[config.mk]
export PLATFORM = sky130hd
export DESIGN_NAME = cpu_top
export DESIGN_NICKNAME = d
export VERILOG_FILES = /design/src/rtl/cpu_pkg.sv /design/src/rtl/alu.sv /design/src/rtl/cpu_control.sv /design/src/rtl/cpu_memory_interface.sv /design/src/rtl/cpu_port_interface.sv /design/src/rtl/cpu_register_file.sv /design/src/rtl/cpu_top.sv /design/src/rtl/cpu_writeback.sv
export SDC_FILE = /design/constraint.sdc
export NUM_CORES = 1
export LEC_CHECK = 0
export ABC_CLOCK_PERIOD_IN_PS = 7700
export BUFFER_PORTS_ARGS = -buffer_cell sky130_fd_sc_hd__buf_2
export CAP_MARGIN = 20
export CORE_MARGIN = 3
export CORE_UTILIZATION = 35
export DETAILED_ROUTE_END_ITERATION = 7
export MAX_ROUTING_LAYER = met4
export PLACE_DENSITY_LB_ADDON = 0.2
export SLEW_MARGIN = 20
export SYNTH_ARGS = -nofsm -noshare
export SYNTH_HDL_FRONTEND = slang
export SYNTH_SLANG_ARGS = --single-unit
export TNS_END_PERCENT = 100
[constraint.sdc]
create_clock -name CLK -period 7.7 [get_ports CLK]
set_clock_uncertainty 0.1 [all_clocks]
set_input_delay 1.54 -clock CLK [delete_from_list [all_inputs] [get_ports CLK]]
set_output_delay 1.54 -clock CLK [all_outputs]
set_load 0.02 [all_outputs]
[src/rtl/cpu_pkg.sv]
// --------------------
// CPU package with the word and register types, the opcode, state,
// ALU and write-back enums, and the instruction, flag and memory
// request structs
// --------------------

package cpu_pkg;

	typedef logic [15:0] word_t;	// Machine word
	typedef logic [3:0]  reg_sel_t;	// One of sixteen registers

	// Top nibble of the instruction word
	typedef enum logic [3:0] {
		OP_ADD  = 4'h0,
		OP_SUB  = 4'h1,
		OP_AND  = 4'h2,
		OP_OR   = 4'h3,
		OP_XOR  = 4'h4,
		OP_SHR  = 4'h5,
		OP_LDI  = 4'h6,
		OP_LD   = 4'h7,
		OP_ST   = 4'h8,
		OP_IN   = 4'h9,
		OP_OUT  = 4'ha,
		OP_JMP  = 4'hb,
		OP_JZ   = 4'hc,
		OP_HALT = 4'hf
	} opcode_e;

	typedef enum logic [2:0] {
		S_FETCH,
		S_EXECUTE,
		S_MEMORY,
		S_WRITEBACK,
		S_HALTED
	} state_e;

	// LDI takes {ra, rb} as an 8-bit immediate
	typedef struct packed {
		opcode_e  opcode;
		reg_sel_t rd;
		reg_sel_t ra;
		reg_sel_t rb;
	} instr_t;

	typedef struct packed {
		logic z;	// Zero
		logic c;	// Carry, borrow on SUB
		logic s;	// Sign
	} flags_t;

	typedef enum logic [2:0] {ALU_ADD, ALU_SUB, ALU_AND, ALU_OR, ALU_XOR, ALU_SHR} alu_op_e;

	typedef enum logic [1:0] {WB_ALU, WB_MEMORY, WB_PORT, WB_IMMEDIATE} wb_src_e;

	typedef struct packed {
		word_t addr;
		word_t data;	// Store data, zero on reads
		logic  wr;
	} mem_req_t;

endpackage

[src/rtl/alu.sv]
// --------------------
// ALU with add, subtract, logic ops and right shift,
// plus zero, carry and sign flags
// --------------------

module alu (
	input  cpu_pkg::word_t   a,
	input  cpu_pkg::word_t   b,
	input  cpu_pkg::alu_op_e op,
	output cpu_pkg::word_t   result,
	output cpu_pkg::flags_t  flags
);
	import cpu_pkg::*;

	logic [16:0] wide;	// Result with carry bit
	logic [3:0]  shamt;

	assign shamt = b[3:0];

	always_comb begin
		wide = '0;
		case (op)
			ALU_ADD: wide = {1'b0, a} + {1'b0, b};
			ALU_SUB: wide = {1'b0, a} - {1'b0, b};	// Bit 16 is the borrow
			ALU_AND: wide = {1'b0, a & b};
			ALU_OR:  wide = {1'b0, a | b};
			ALU_XOR: wide = {1'b0, a ^ b};
			ALU_SHR: begin
				wide[15:0] = a >> shamt;
				if (shamt != 4'd0)
					wide[16] = a[shamt - 4'd1];	// Last bit out
			end
			default: wide = '0;
		endcase
	end

	assign result  = wide[15:0];
	assign flags.z = (wide[15:0] == 16'h0000);
	assign flags.c = wide[16];
	assign flags.s = wide[15];

endmodule

[src/rtl/cpu_control.sv]
// --------------------
// Instruction sequencer with program counter, instruction
// register and flags, decode and operand select
// --------------------

module cpu_control #(
	parameter int ADDRESS_BITS = 16
) (
	input  logic              CLK,
	input  logic              reset,

	output logic              fetch_req,
	output cpu_pkg::word_t    pc,
	output logic              data_req,
	output cpu_pkg::mem_req_t data,
	input  logic              mem_done,
	input  cpu_pkg::word_t    mem_rdata,

	output cpu_pkg::reg_sel_t ra_sel,
	output cpu_pkg::reg_sel_t rb_sel,
	input  cpu_pkg::word_t    ra_data,
	input  cpu_pkg::word_t    rb_data,

	output cpu_pkg::alu_op_e  alu_op,
	input  cpu_pkg::flags_t   alu_flags,

	output logic              port_cmd_rd,
	output logic              port_cmd_wr,

	output cpu_pkg::reg_sel_t rd,
	output cpu_pkg::wb_src_e  wb_src,
	output logic              reg_we,
	output cpu_pkg::word_t    imm,
	output logic              halted
);
	import cpu_pkg::*;

	state_e                    state_q;
	instr_t                    ir_q;
	logic [ADDRESS_BITS - 1:0] pc_q;
	flags_t                    flags_q;

	instr_t  cur;
	opcode_e op;
	logic    is_alu;
	logic    writes_reg;

	// While fetching, decode straight from the bus so port strobes land in EXECUTE
	assign cur        = (state_q == S_FETCH) ? instr_t'(mem_rdata) : ir_q;
	assign op         = cur.opcode;
	assign is_alu     = op inside {OP_ADD, OP_SUB, OP_AND, OP_OR, OP_XOR, OP_SHR};
	assign writes_reg = is_alu || (op inside {OP_LDI, OP_LD, OP_IN});

	assign ra_sel = cur.ra;
	assign rb_sel = (op inside {OP_ST, OP_OUT}) ? cur.rd : cur.rb;	// Store data from rd

	always_comb begin
		case (op)
			OP_SUB:  alu_op = ALU_SUB;
			OP_AND:  alu_op = ALU_AND;
			OP_OR:   alu_op = ALU_OR;
			OP_XOR:  alu_op = ALU_XOR;
			OP_SHR:  alu_op = ALU_SHR;
			default: alu_op = ALU_ADD;
		endcase
	end

	always_comb begin
		case (op)
			OP_LDI:  wb_src = WB_IMMEDIATE;
			OP_LD:   wb_src = WB_MEMORY;
			OP_IN:   wb_src = WB_PORT;
			default: wb_src = WB_ALU;
		endcase
	end

	assign fetch_req = (state_q == S_FETCH);
	assign pc        = word_t'(pc_q);
	assign data_req  = (state_q == S_MEMORY);
	assign data      = '{addr: ra_data, wr: (op == OP_ST),
		data: (op == OP_ST) ? rb_data : 16'h0000};

	// Registered by the port interface, so the strobe is seen in EXECUTE
	assign port_cmd_rd = (state_q == S_FETCH) && mem_done && (op == OP_IN);
	assign port_cmd_wr = (state_q == S_FETCH) && mem_done && (op == OP_OUT);

	assign rd     = ir_q.rd;
	assign reg_we = (state_q == S_WRITEBACK);
	assign imm    = {8'h00, ir_q.ra, ir_q.rb};
	assign halted = (state_q == S_HALTED);

	always_ff @(posedge CLK) begin
		if (reset) begin
			state_q <= S_FETCH;
			pc_q    <= '0;
			flags_q <= '0;
		end else begin
			case (state_q)
				S_FETCH: if (mem_done) begin
					pc_q    <= pc_q + 1'b1;
					state_q <= S_EXECUTE;
				end
				S_EXECUTE: begin
					if (is_alu)
						flags_q <= alu_flags;	// Only ALU ops touch flags
					if (op == OP_JMP || (op == OP_JZ && flags_q.z))
						pc_q <= ra_data[ADDRESS_BITS - 1:0];
					if (op == OP_HALT)
						state_q <= S_HALTED;
					else if (op inside {OP_LD, OP_ST})
						state_q <= S_MEMORY;
					else if (writes_reg)
						state_q <= S_WRITEBACK;
					else
						state_q <= S_FETCH;	// OUT, jumps, unused codes
				end
				S_MEMORY: if (mem_done) begin
					state_q <= (op == OP_ST) ? S_FETCH : S_WRITEBACK;
				end
				S_WRITEBACK: state_q <= S_FETCH;
				default:     state_q <= S_HALTED;
			endcase
		end
	end

	always_ff @(posedge CLK) begin
		if (state_q == S_FETCH && mem_done)
			ir_q <= instr_t'(mem_rdata);
	end

endmodule

[src/rtl/cpu_memory_interface.sv]
// --------------------
// Memory bus master, shares the bus between fetch
// and load/store with a valid/ready handshake
// --------------------

module cpu_memory_interface #(
	parameter int ADDRESS_BITS = 16
) (
	input  logic                      CLK,
	input  logic                      reset,

	input  logic                      fetch_req,
	input  cpu_pkg::word_t            pc,
	input  logic                      data_req,
	input  cpu_pkg::mem_req_t         data,
	output logic                      done,
	output cpu_pkg::word_t            rdata,

	output logic [ADDRESS_BITS - 1:0] memory_address,
	output cpu_pkg::word_t            memory_out,
	input  cpu_pkg::word_t            memory_in,
	output logic                      memory_wr,
	output logic                      memory_valid,
	input  logic                      memory_ready
);
	import cpu_pkg::*;

	mem_req_t req_q;	// Held stable until ready
	logic     busy_q;

	always_ff @(posedge CLK) begin
		if (reset) begin
			busy_q <= 1'b0;
		end else if (busy_q) begin
			if (memory_ready)
				busy_q <= 1'b0;
		end else if (fetch_req || data_req) begin
			busy_q <= 1'b1;
		end
	end

	always_ff @(posedge CLK) begin
		if (!busy_q) begin
			if (data_req)
				req_q <= data;
			else if (fetch_req)
				req_q <= '{addr: pc, data: '0, wr: 1'b0};
		end
	end

	assign memory_address = req_q.addr[ADDRESS_BITS - 1:0];
	assign memory_out     = req_q.data;
	assign memory_wr      = req_q.wr;
	assign memory_valid   = busy_q;

	assign done  = busy_q && memory_ready;	// Completing cycle
	assign rdata = memory_in;

endmodule

[src/rtl/cpu_port_interface.sv]
// --------------------
// I/O port bus register with address, data
// and one-cycle read and write strobes
// --------------------

module cpu_port_interface (
	input  logic           CLK,
	input  logic           reset,
	input  logic           cmd_rd,
	input  logic           cmd_wr,
	input  cpu_pkg::word_t address,
	input  cpu_pkg::word_t data,
	output cpu_pkg::word_t port_address,
	output cpu_pkg::word_t port_out,
	output logic           port_rd,
	output logic           port_wr
);

	always_ff @(posedge CLK) begin
		if (reset) begin
			port_rd <= 1'b0;
			port_wr <= 1'b0;
		end else begin
			port_rd <= cmd_rd;	// High for one cycle per command
			port_wr <= cmd_wr;
		end
	end

	always_ff @(posedge CLK) begin
		if (cmd_rd || cmd_wr) begin
			port_address <= address;
			port_out     <= data;
		end
	end

endmodule

[src/rtl/cpu_register_file.sv]
// --------------------
// Register file, sixteen words,
// two read ports and one write port
// --------------------

module cpu_register_file (
	input  logic              CLK,
	input  logic              reset,
	input  cpu_pkg::reg_sel_t ra_sel,
	input  cpu_pkg::reg_sel_t rb_sel,
	output cpu_pkg::word_t    ra_data,
	output cpu_pkg::word_t    rb_data,
	input  cpu_pkg::reg_sel_t wr_sel,
	input  cpu_pkg::word_t    wr_data,
	input  logic              wr_en
);
	import cpu_pkg::*;

	word_t regs_q [16];

	assign ra_data = regs_q[ra_sel];	// Combinational reads
	assign rb_data = regs_q[rb_sel];

	always_ff @(posedge CLK) begin
		if (reset) begin
			for (int i = 0; i < 16; i++)
				regs_q[i] <= '0;
		end else if (wr_en) begin
			regs_q[wr_sel] <= wr_data;
		end
	end

endmodule

[src/rtl/cpu_top.sv]
// --------------------
// CPU top level with the sequencer, register file, ALU,
// port interface, memory interface and write-back
// --------------------

module cpu_top #(
	parameter int ADDRESS_BITS = 16
) (
	input  logic                      CLK,
	input  logic                      reset,

	output logic [ADDRESS_BITS - 1:0] memory_address,
	output cpu_pkg::word_t            memory_out,
	input  cpu_pkg::word_t            memory_in,
	output logic                      memory_wr,
	output logic                      memory_valid,	// Request pending
	input  logic                      memory_ready,	// Completes the transfer

	output cpu_pkg::word_t            port_address,
	output cpu_pkg::word_t            port_out,
	input  cpu_pkg::word_t            port_in,
	output logic                      port_rd,
	output logic                      port_wr,

	output logic                      halted
);
	import cpu_pkg::*;

	logic     fetch_req;
	word_t    pc;
	logic     data_req;
	mem_req_t data;
	logic     mem_done;
	word_t    mem_rdata;

	reg_sel_t ra_sel;
	reg_sel_t rb_sel;
	word_t    ra_data;
	word_t    rb_data;

	alu_op_e  alu_op;
	word_t    alu_result;
	flags_t   alu_flags;

	logic     port_cmd_rd;
	logic     port_cmd_wr;

	reg_sel_t rd;
	wb_src_e  wb_src;
	logic     reg_we;
	word_t    imm;
	reg_sel_t wr_sel;
	word_t    wr_data;
	logic     wr_en;

	cpu_control #(.ADDRESS_BITS(ADDRESS_BITS)) ctl0 (
		.CLK, .reset,
		.fetch_req, .pc, .data_req, .data, .mem_done, .mem_rdata,
		.ra_sel, .rb_sel, .ra_data, .rb_data,
		.alu_op, .alu_flags,
		.port_cmd_rd, .port_cmd_wr,
		.rd, .wb_src, .reg_we, .imm,
		.halted
	);

	cpu_register_file reg0 (
		.CLK, .reset,
		.ra_sel, .rb_sel, .ra_data, .rb_data,
		.wr_sel, .wr_data, .wr_en
	);

	alu alu0 (
		.a(ra_data), .b(rb_data), .op(alu_op),
		.result(alu_result), .flags(alu_flags)
	);

	// ra gives the port address, rd the output data
	cpu_port_interface prt0 (
		.CLK, .reset,
		.cmd_rd(port_cmd_rd), .cmd_wr(port_cmd_wr),
		.address(ra_data), .data(rb_data),
		.port_address, .port_out, .port_rd, .port_wr
	);

	cpu_memory_interface #(.ADDRESS_BITS(ADDRESS_BITS)) mem0 (
		.CLK, .reset,
		.fetch_req, .pc, .data_req, .data,
		.done(mem_done), .rdata(mem_rdata),
		.memory_address, .memory_out, .memory_in,
		.memory_wr, .memory_valid, .memory_ready
	);

	cpu_writeback wb0 (
		.CLK, .mem_done,
		.wb_src, .rd, .reg_we,
		.alu_result, .load_data(mem_rdata), .port_in, .imm,
		.wr_sel, .wr_data, .wr_en
	);

endmodule

[src/rtl/cpu_writeback.sv]
// --------------------
// Write-back select of ALU result, load data,
// port input or immediate into the register write port
// --------------------

module cpu_writeback (
	input  logic              CLK,
	input  logic              mem_done,
	input  cpu_pkg::wb_src_e  wb_src,
	input  cpu_pkg::reg_sel_t rd,
	input  logic              reg_we,
	input  cpu_pkg::word_t    alu_result,
	input  cpu_pkg::word_t    load_data,
	input  cpu_pkg::word_t    port_in,
	input  cpu_pkg::word_t    imm,
	output cpu_pkg::reg_sel_t wr_sel,
	output cpu_pkg::word_t    wr_data,
	output logic              wr_en
);
	import cpu_pkg::*;

	word_t load_q;

	// Last completed transfer, which is the load by WRITEBACK
	always_ff @(posedge CLK) begin
		if (mem_done)
			load_q <= load_data;
	end

	always_comb begin
		case (wb_src)
			WB_MEMORY:    wr_data = load_q;
			WB_PORT:      wr_data = port_in;	// Sampled the cycle after port_rd
			WB_IMMEDIATE: wr_data = imm;
			default:      wr_data = alu_result;
		endcase
	end

	assign wr_sel = rd;
	assign wr_en  = reg_we;

endmodule

==> flow_metrics.py, run 1 <==
metrics = {
    "run_status": {
        "status": "completed",
    },
    "floorplanning": {
        "die_w_um": 253.0,
        "die_h_um": 253.0,
        "fp-row-count": 89,
        "io_pins": 104,
        "die_area_um2": 63990,
        "coreArea_um2": 59690,
        "initial_core_util": 0.3577,
    },
    "placed_design": {
        "portBuffers": 103,
        "dp_hpwl_mm": 53.05,
        "place.gp.congestion": 0.9965,
        "dpl_cell_area_um2": 23580,
        "dp.cells": 2675,
        "dpl_worst_slack_ns": -0.2613,
    },
    "routing": {
        "wirelength_mm": 76.22,
        "viasPerCell": 5.825,
        "initialDrtViolationCount": 1530,
        "first_pass_iters": 6,
        "drt-wirelength-per-cell_um": 27.66,
        "vias": 16050,
        "final_antenna_net_count": 0,
        "drc": 0,
    },
    "worst_setup_path": {
        "path_class": "in2reg",
        "worst-path-buf-inv": 5,
        "cp_num_cells": 27,
        "worstReg2RegEnd": "reg0.regs_q[3][13]",
        "critical_path_required_ns": 7.92,
        "cp_slowest_cell": "mux4_2",
        "cp_top_family": "compound AO/OA/AOI/OAI gates",
        "rrSetupSlack_ns": 0.88,
        "end_kind": "register",
        "rr_worst_depth": 26,
        "arrival_ns": 7.49,
        "slowest_delay_ns": 0.51,
        "crit_start": "memory_in[14]",
        "cp_max_fo": 16,
        "crit_path_start_kind": "input pin",
        "worstReg2RegStart": "ctl0.state_q[2]",
        "critPathCapture": "reg0.regs_q[3][13]",
    },
    "clock_tree": {
        "cts_tree": "yes",
        "numClockSinks": 376,
        "clockBufferDepth": 3,
        "postCtsHoldBufs": 0,
        "htree_levels": 2,
        "clkTransAtPathRegs_ns": 0.06,
        "cts_buffers": 42,
        "cts-root-buf": "clkbuf_16",
        "clk_latency_ns": 0.59,
    },
    "min_path": {
        "holdCritStartpoint": "ctl0.flags_q[2]",
        "min-delay-path-class": "reg2reg",
        "holdPathStages": 2,
    },
    "yosys": {
        "synth_edf_count": 353,
        "synth_cell_types": 76,
        "synth_area_leaders": "edfxtp_1 (50%), mux4_2 (11%), mux2i_1 (6.4%)",
        "synth-seq-area-share": 0.5181,
        "syn_area_um2": 21350,
        "yosysTopAreaCell": "edfxtp_1",
        "synth_ff_type": "edfxtp_1",
        "synth_warnings": 0,
        "syn_inst": 1765,
        "syn-num-nets": 1853,
        "yosysMostFrequentCell": "edfxtp_1",
        "synth.top_cell.area_share": 0.4965,
        "synth_area_per_cell_um2": 12.10,
        "synthArstFlopShare": 0,
        "synth_common_cells": "edfxtp_1 (353), nor2_1 (298), mux2i_1 (136)",
        "ys_ff_latch": 376,
    },
    "sta": {
        "setup-violations-final": 0,
        "min_period_ns": 7.275,
        "tightestPinTransition_ns": 1.129,
        "timing.hold.ws_ns": 0.3820,
        "worst_slack_ns": 0.4253,
        "final_max_slew_viol_count": 0,
        "relSlewSlack": 0.2412,
        "grt_setup_unrepaired": "no",
        "hold_viol": 0,
        "finalCritPeriodShare": 0.9448,
        "fmax_ghz": 0.1375,
    },
    "power_and_ir_drop": {
        "p_per_area_nw_per_um2": 324.7,
        "leakagePower_nw": 9.520,
        "ir_worst_vdd_v": 0.0001825,
    },
    "final_layout": {
        "antenna_cells": 0,
        "drive_gt1_frac": 0.2487,
        "final_core_util": 0.4199,
        "design_area_um2": 25070,
        "syn_to_final_growth_pct": 17.41,
        "nNetsFinal": 2036,
        "final_cells": 2755,
    },
    "grt": {
        "grt_max_degree": 41,
        "track_usage": 0.2439,
        "grt_pass1_wl_mm": 110.7,
        "overflow": 0,
        "grt_pass1_vias": 16090,
        "antenna_found_initial": 1,
    },
    "job": {
        "max_cap_violations": 0,
    },
}
[how the worst min path moves through the flow]
stage                                  to  slack (ns)
after floorplan           ctl0.flags_q[2]        0.35
after global placement    ctl0.flags_q[2]        0.37
after detailed placement  ctl0.flags_q[2]        0.37
after CTS                 ctl0.flags_q[2]        0.38
after global routing      ctl0.flags_q[2]        0.41
final                     ctl0.flags_q[2]        0.38
[final cells by class]
class / count / area, µm²
clock buffer: 48 / 1115
clock inverter: 30 / 340.3
sequential: 376 / 11060
multi-input combinational: 1227 / 9646
inverter: 46 / 172.7
timing repair buffer: 255 / 1764
tap: 773 / 967.2
fill: 5586 / 34620
[cell usage in the layout, fill, tap and decap left out, types with 6 or more instances in the layout]
| master | n |
|---|---|
| a21oi_1 | 73 |
| and3_1 | 8 |
| clkbuf_16 | 43 |
| nand3_1 | 43 |
| xnor2_1 | 20 |
| nor2b_1 | 28 |
| xor2_1 | 8 |
| nand2_1 | 111 |
| and2_1 | 8 |
| a31oi_1 | 7 |
| nand4_1 | 13 |
| buf_12 | 8 |
| o22ai_1 | 6 |
| or3_1 | 14 |
| mux2_2 | 31 |
| a211oi_1 | 22 |
| nor2_1 | 295 |
| buf_4 | 143 |
| bufinv_16 | 6 |
| edfxtp_1 | 353 |
| o21ai_1 | 6 |
| buf_2 | 103 |
| o221ai_1 | 7 |
| mux2i_1 | 132 |
| o211ai_1 | 14 |
| clkinv_2 | 13 |
| clkinv_1 | 6 |
| o21ai_0 | 73 |
| mux4_2 | 100 |
| inv_1 | 46 |
| a221oi_1 | 7 |
| a222oi_1 | 8 |
| nor3_1 | 9 |
| dfxtp_1 | 23 |
| nand2b_1 | 20 |
| ha_1 | 52 |
| a22oi_1 | 16 |
[cell families (layout without fill, tap and decap cells)]
kind of cell | count (synthesis) | in the layout | synth area share
adders and majority gates | 53 | 53 | 0.03141
AOI/OAI and AO/OA | 298 | 298 | 0.09425
and+or+nand+nor | 578 | 578 | 0.1206
xor gates and xnor gates | 28 | 28 | 0.01149
DFF | 376 | 376 | 0.5181
muxes | 270 | 270 | 0.1884
buffers and inverters | 162 | 379 | 0.03581
[routing by layer]
| metal | track usage | share of wire | up-vias |
|---|---|---|---|
| li1 | - | - | 7049 |
| met1 | 0.2967 | 0.40 | 8162 |
| met2 | 0.4173 | 0.51 | 682 |
| met3 | 0.03646 | 0.063 | 156 |
| met4 | 0.08090 | 0.036 | 0 |
| met5 | - | 0 | - |
[stage by stage]
| step | TNS (ns) | power [mW] |
|---|---|---|
| after detailed placement | -5.576 | 6.007 |
| after floorplan | 0 | 4.599 |
| after global placement | -4.698 | 6.013 |
| after CTS | 0 | 8.150 |
| final | 0 | 8.140 |
| after global routing | 0 | 8.496 |
[power breakdown]
part	switching, mW	leakage (nW)	total, mW	internal (mW)
sequential	0.0482	3.76	2.40	2.35
clock	0.880	0.724	2.13	1.25
combinational	2.28	5.03	3.61	1.33
total	3.21	9.52	8.14	4.93
[tightest hold or removal path, cell delays in order (launching register included)]
cell and delay [ns]:
dfxtp_1 0.31, nand3b_1 0.08, nand2_1 0.04
[state kept, by name, indices dropped and copies added (netlist names), 3 cells and up]
name and cells:
ctl0.rd 4, ctl0.state_q 3, mem0.memory_out 16, wb0.load_q 16, prt0.port_address 16, ctl0.imm 8, ctl0.ir_q 4, mem0.memory_address 16
prt0.port_out 16, reg0.regs_q 256, ctl0.pc 16
[repair_timing]
item	4_1_cts	5_1_grt
buffers inserted	0	1
resized for setup	0	1
endpoints found under the setup margin	0	16
endpoints found under the hold margin	0	0
Power figures use the tool's default switching activity.
==> run 2, diff against run 1 <==
--- a/config.mk
+++ b/config.mk
@@ -8,11 +8,13 @@
 export ABC_CLOCK_PERIOD_IN_PS = 7700
 export BUFFER_PORTS_ARGS = -buffer_cell sky130_fd_sc_hd__buf_2
 export CAP_MARGIN = 20
+export CORE_ASPECT_RATIO = 0.9
 export CORE_MARGIN = 3
 export CORE_UTILIZATION = 35
+export CTS_BUF_LIST = sky130_fd_sc_hd__clkbuf_2
 export DETAILED_ROUTE_END_ITERATION = 7
 export MAX_ROUTING_LAYER = met4
-export PLACE_DENSITY_LB_ADDON = 0.2
+export PLACE_DENSITY = 0.55
 export SLEW_MARGIN = 20
 export SYNTH_ARGS = -nofsm -noshare
 export SYNTH_HDL_FRONTEND = slang
==> flow_metrics.py, run 2 (synthesis results as in run 1) <==
metrics = {
    "run_status": {
        "status": "completed",
    },
    "worst_setup_path": {
        "cp_max_fo": 30,
        "cp_top_family": "compound AO/OA/AOI/OAI gates",
        "worstReg2RegStart": "ctl0.state_q[2]",
        "cp_common_cell": "buf_4",
        "arrival_ns": 8.14,
        "path_cells": "nor3_4 -> mux2i_4 -> buf_4 -> buf_4 -> mux4_2 -> mux2i_1 -> mux2i_1 -> ha_1 -> nor3_1 -> nand3_1 -> a31oi_1 -> buf_4 -> o21ai_0 -> a31oi_1 -> o21ai_0 -> xor2_1 -> a21oi_1 -> o21ai_0 -> a222oi_1 -> buf_4 -> nor2_1",
        "worstReg2RegEnd": "reg0.regs_q[7][13]",
        "cp_slowest_cell": "mux2i_4",
        "crit_path_start_kind": "register",
        "worst-path-buf-inv": 4,
        "rr_worst_depth": 21,
        "critical_path_required_ns": 8.40,
        "slowest_delay_ns": 0.88,
        "end_kind": "register",
        "crit_start": "ctl0.state_q[2]",
        "path_class": "reg2reg",
        "rrSetupSlack_ns": 0.26,
    },
    "floorplanning": {
        "fp-row-count": 85,
        "die_area_um2": 64000,
        "io_pins": 104,
        "initial_core_util": 0.3553,
        "coreArea_um2": 60090,
        "die_h_um": 240.3,
        "die_w_um": 266.3,
    },
    "job": {
        "max_cap_violations": 0,
    },
    "placed_design": {
        "dp_hpwl_mm": 53.58,
        "place.gp.congestion": 0.9611,
        "portBuffers": 103,
        "dp.cells": 2689,
    },
    "final_layout": {
        "nNetsFinal": 2100,
        "drive_gt1_frac": 0.2841,
        "final_cells": 2873,
        "regMostFlops": "reg0.regs_q",
        "multi_input_area_um2": 9647,
        "seqCellArea_um2": 11060,
        "syn_to_final_growth_pct": 15.30,
        "largest_reg_flops": 256,
        "fillCellCount": 5741,
        "final_cell_mix": "edfxtp_1 (353), nor2_1 (295), buf_4 (153)",
        "mostFrequentLayoutCell": "edfxtp_1",
        "final_core_util": 0.4096,
    },
    "clock_tree": {
        "cts-root-buf": "clkbuf_2",
        "clockBufferDepth": 3,
        "cts_tree": "yes",
        "clk_latency_ns": 1.16,
        "numClockSinks": 376,
        "cts_buffers": 100,
        "htree_levels": 3,
        "clkTransAtPathRegs_ns": 0.10,
    },
    "grt": {
        "overflow": 0,
        "antenna_found_initial": 2,
        "grt_pass1_vias": 16670,
        "track_usage": 0.2470,
        "grt_pass1_wl_mm": 111.6,
        "grt_max_degree": 41,
    },
    "power_and_ir_drop": {
        "total_power_mw": 7.554,
        "pwr-share-seq": 0.317,
        "p_per_area_nw_per_um2": 306.9,
        "intPower_mw": 4.322,
        "clock_power_share": 0.205,
        "comb_power_share": 0.478,
        "leakagePower_nw": 9.545,
        "ir_worst_vdd_v": 0.0002259,
        "p_switching_mw": 3.232,
        "switching_share": 0.4279,
    },
    "routing": {
        "final_antenna_net_count": 0,
        "viasPerCell": 5.855,
        "vias": 16820,
        "wirelength_mm": 76.80,
        "initialDrtViolationCount": 2081,
        "drt-wirelength-per-cell_um": 26.73,
        "first_pass_iters": 5,
        "drc": 0,
    },
    "min_path": {
        "holdCritStartpoint": "ctl0.flags_q[2]",
        "holdPathStages": 2,
        "min-delay-path-class": "reg2reg",
        "min_to": "ctl0.flags_q[2]",
    },
    "sta": {
        "timing.hold.ws_ns": 0.3857,
        "min_period_ns": 7.441,
        "tns_ns": 0,
        "finalCritPeriodShare": 0.9664,
        "hold_viol": 0,
        "tightestPinTransition_ns": 1.035,
        "fmax_ghz": 0.1344,
        "grt_setup_unrepaired": "no",
        "final_max_slew_viol_count": 0,
        "setup-violations-final": 0,
        "relSlewSlack": 0.3084,
    },
}
[run 2: cell types whose count changed in the layout (fill, tap and decap cells not counted), moves of 7 or more]
cell       before  now
buf_4         143  153
clkbuf_16      43    0
clkbuf_2        0  152
clkinv_1        6   13
clkinv_2       13    4
[run 2: power groups by stage]
stage	clock, mW	sequential [mW]	combinational [mW]
3_3_place_gp	0	2.44	3.54
2_1_floorplan	0	2.46	2.13
6_report	1.55	2.40	3.61
5_1_grt	1.70	2.41	3.84
3_5_place_dp	0	2.44	3.54
4_1_cts	1.59	2.40	3.56
[run 2: per-stage QoR]
step	instance area, µm²	setup WS [ns]
after floorplan	21350	0.1068
after global placement	23570	-0.4314
after detailed placement	23570	-0.3534
after CTS	24550	0.3560
after global routing	24610	0.04762
final	24610	0.2590
[run 2: layout make-up]
class	instances	area share
timing repair buffer	261	0.07167
clock buffer	152	0.03091
tap	783	0.03980
sequential	376	0.4493
antenna	3	0.0003050
multi-input combinational	1227	0.3919
inverter	46	0.007015
clock inverter	25	0.009048
[run 2: routing by layer]
layer	share of wire	wire [µm]	GRT usage
met5	0	0	-
met4	0.031	2390	0.08322
met3	0.11	8462	0.07193
met2	0.42	32500	0.3436
met1	0.44	33440	0.3444
[run 2: timing repair]
action                     CTS  global route
setup endpoints to repair    0             5
setup buffers                0             3
hold buffers                 0             0
gates resized for setup      0             0
[run 2: worst register-to-register path, stage by stage (launching register included)]
cell and delay [ns]:
dfxtp_1 0.43, nor3_4 0.66, mux2i_4 0.88, buf_4 0.40, buf_4 0.46, mux4_2 0.44, mux2i_1 0.21, mux2i_1 0.21
ha_1 0.32, nor3_1 0.20, nand3_1 0.11, a31oi_1 0.19, buf_4 0.15, o21ai_0 0.14, a31oi_1 0.23, o21ai_0 0.12
xor2_1 0.15, a21oi_1 0.46, o21ai_0 0.17, a222oi_1 0.68, buf_4 0.34, nor2_1 0.06
[run 2: worst max path at each step]
stage / endpoint / slack, ns / cells past startpoint
global route: reg0.regs_q[7][13] / 0.05 / 21
CTS: reg0.regs_q[7][13] / 0.36 / 20
global placement: reg0.regs_q[13][13] / -0.43 / 27
finish: reg0.regs_q[7][13] / 0.26 / 21
floorplan: reg0.regs_q[10][14] / 0.11 / 26
detailed placement: reg0.regs_q[10][13] / -0.35 / 27
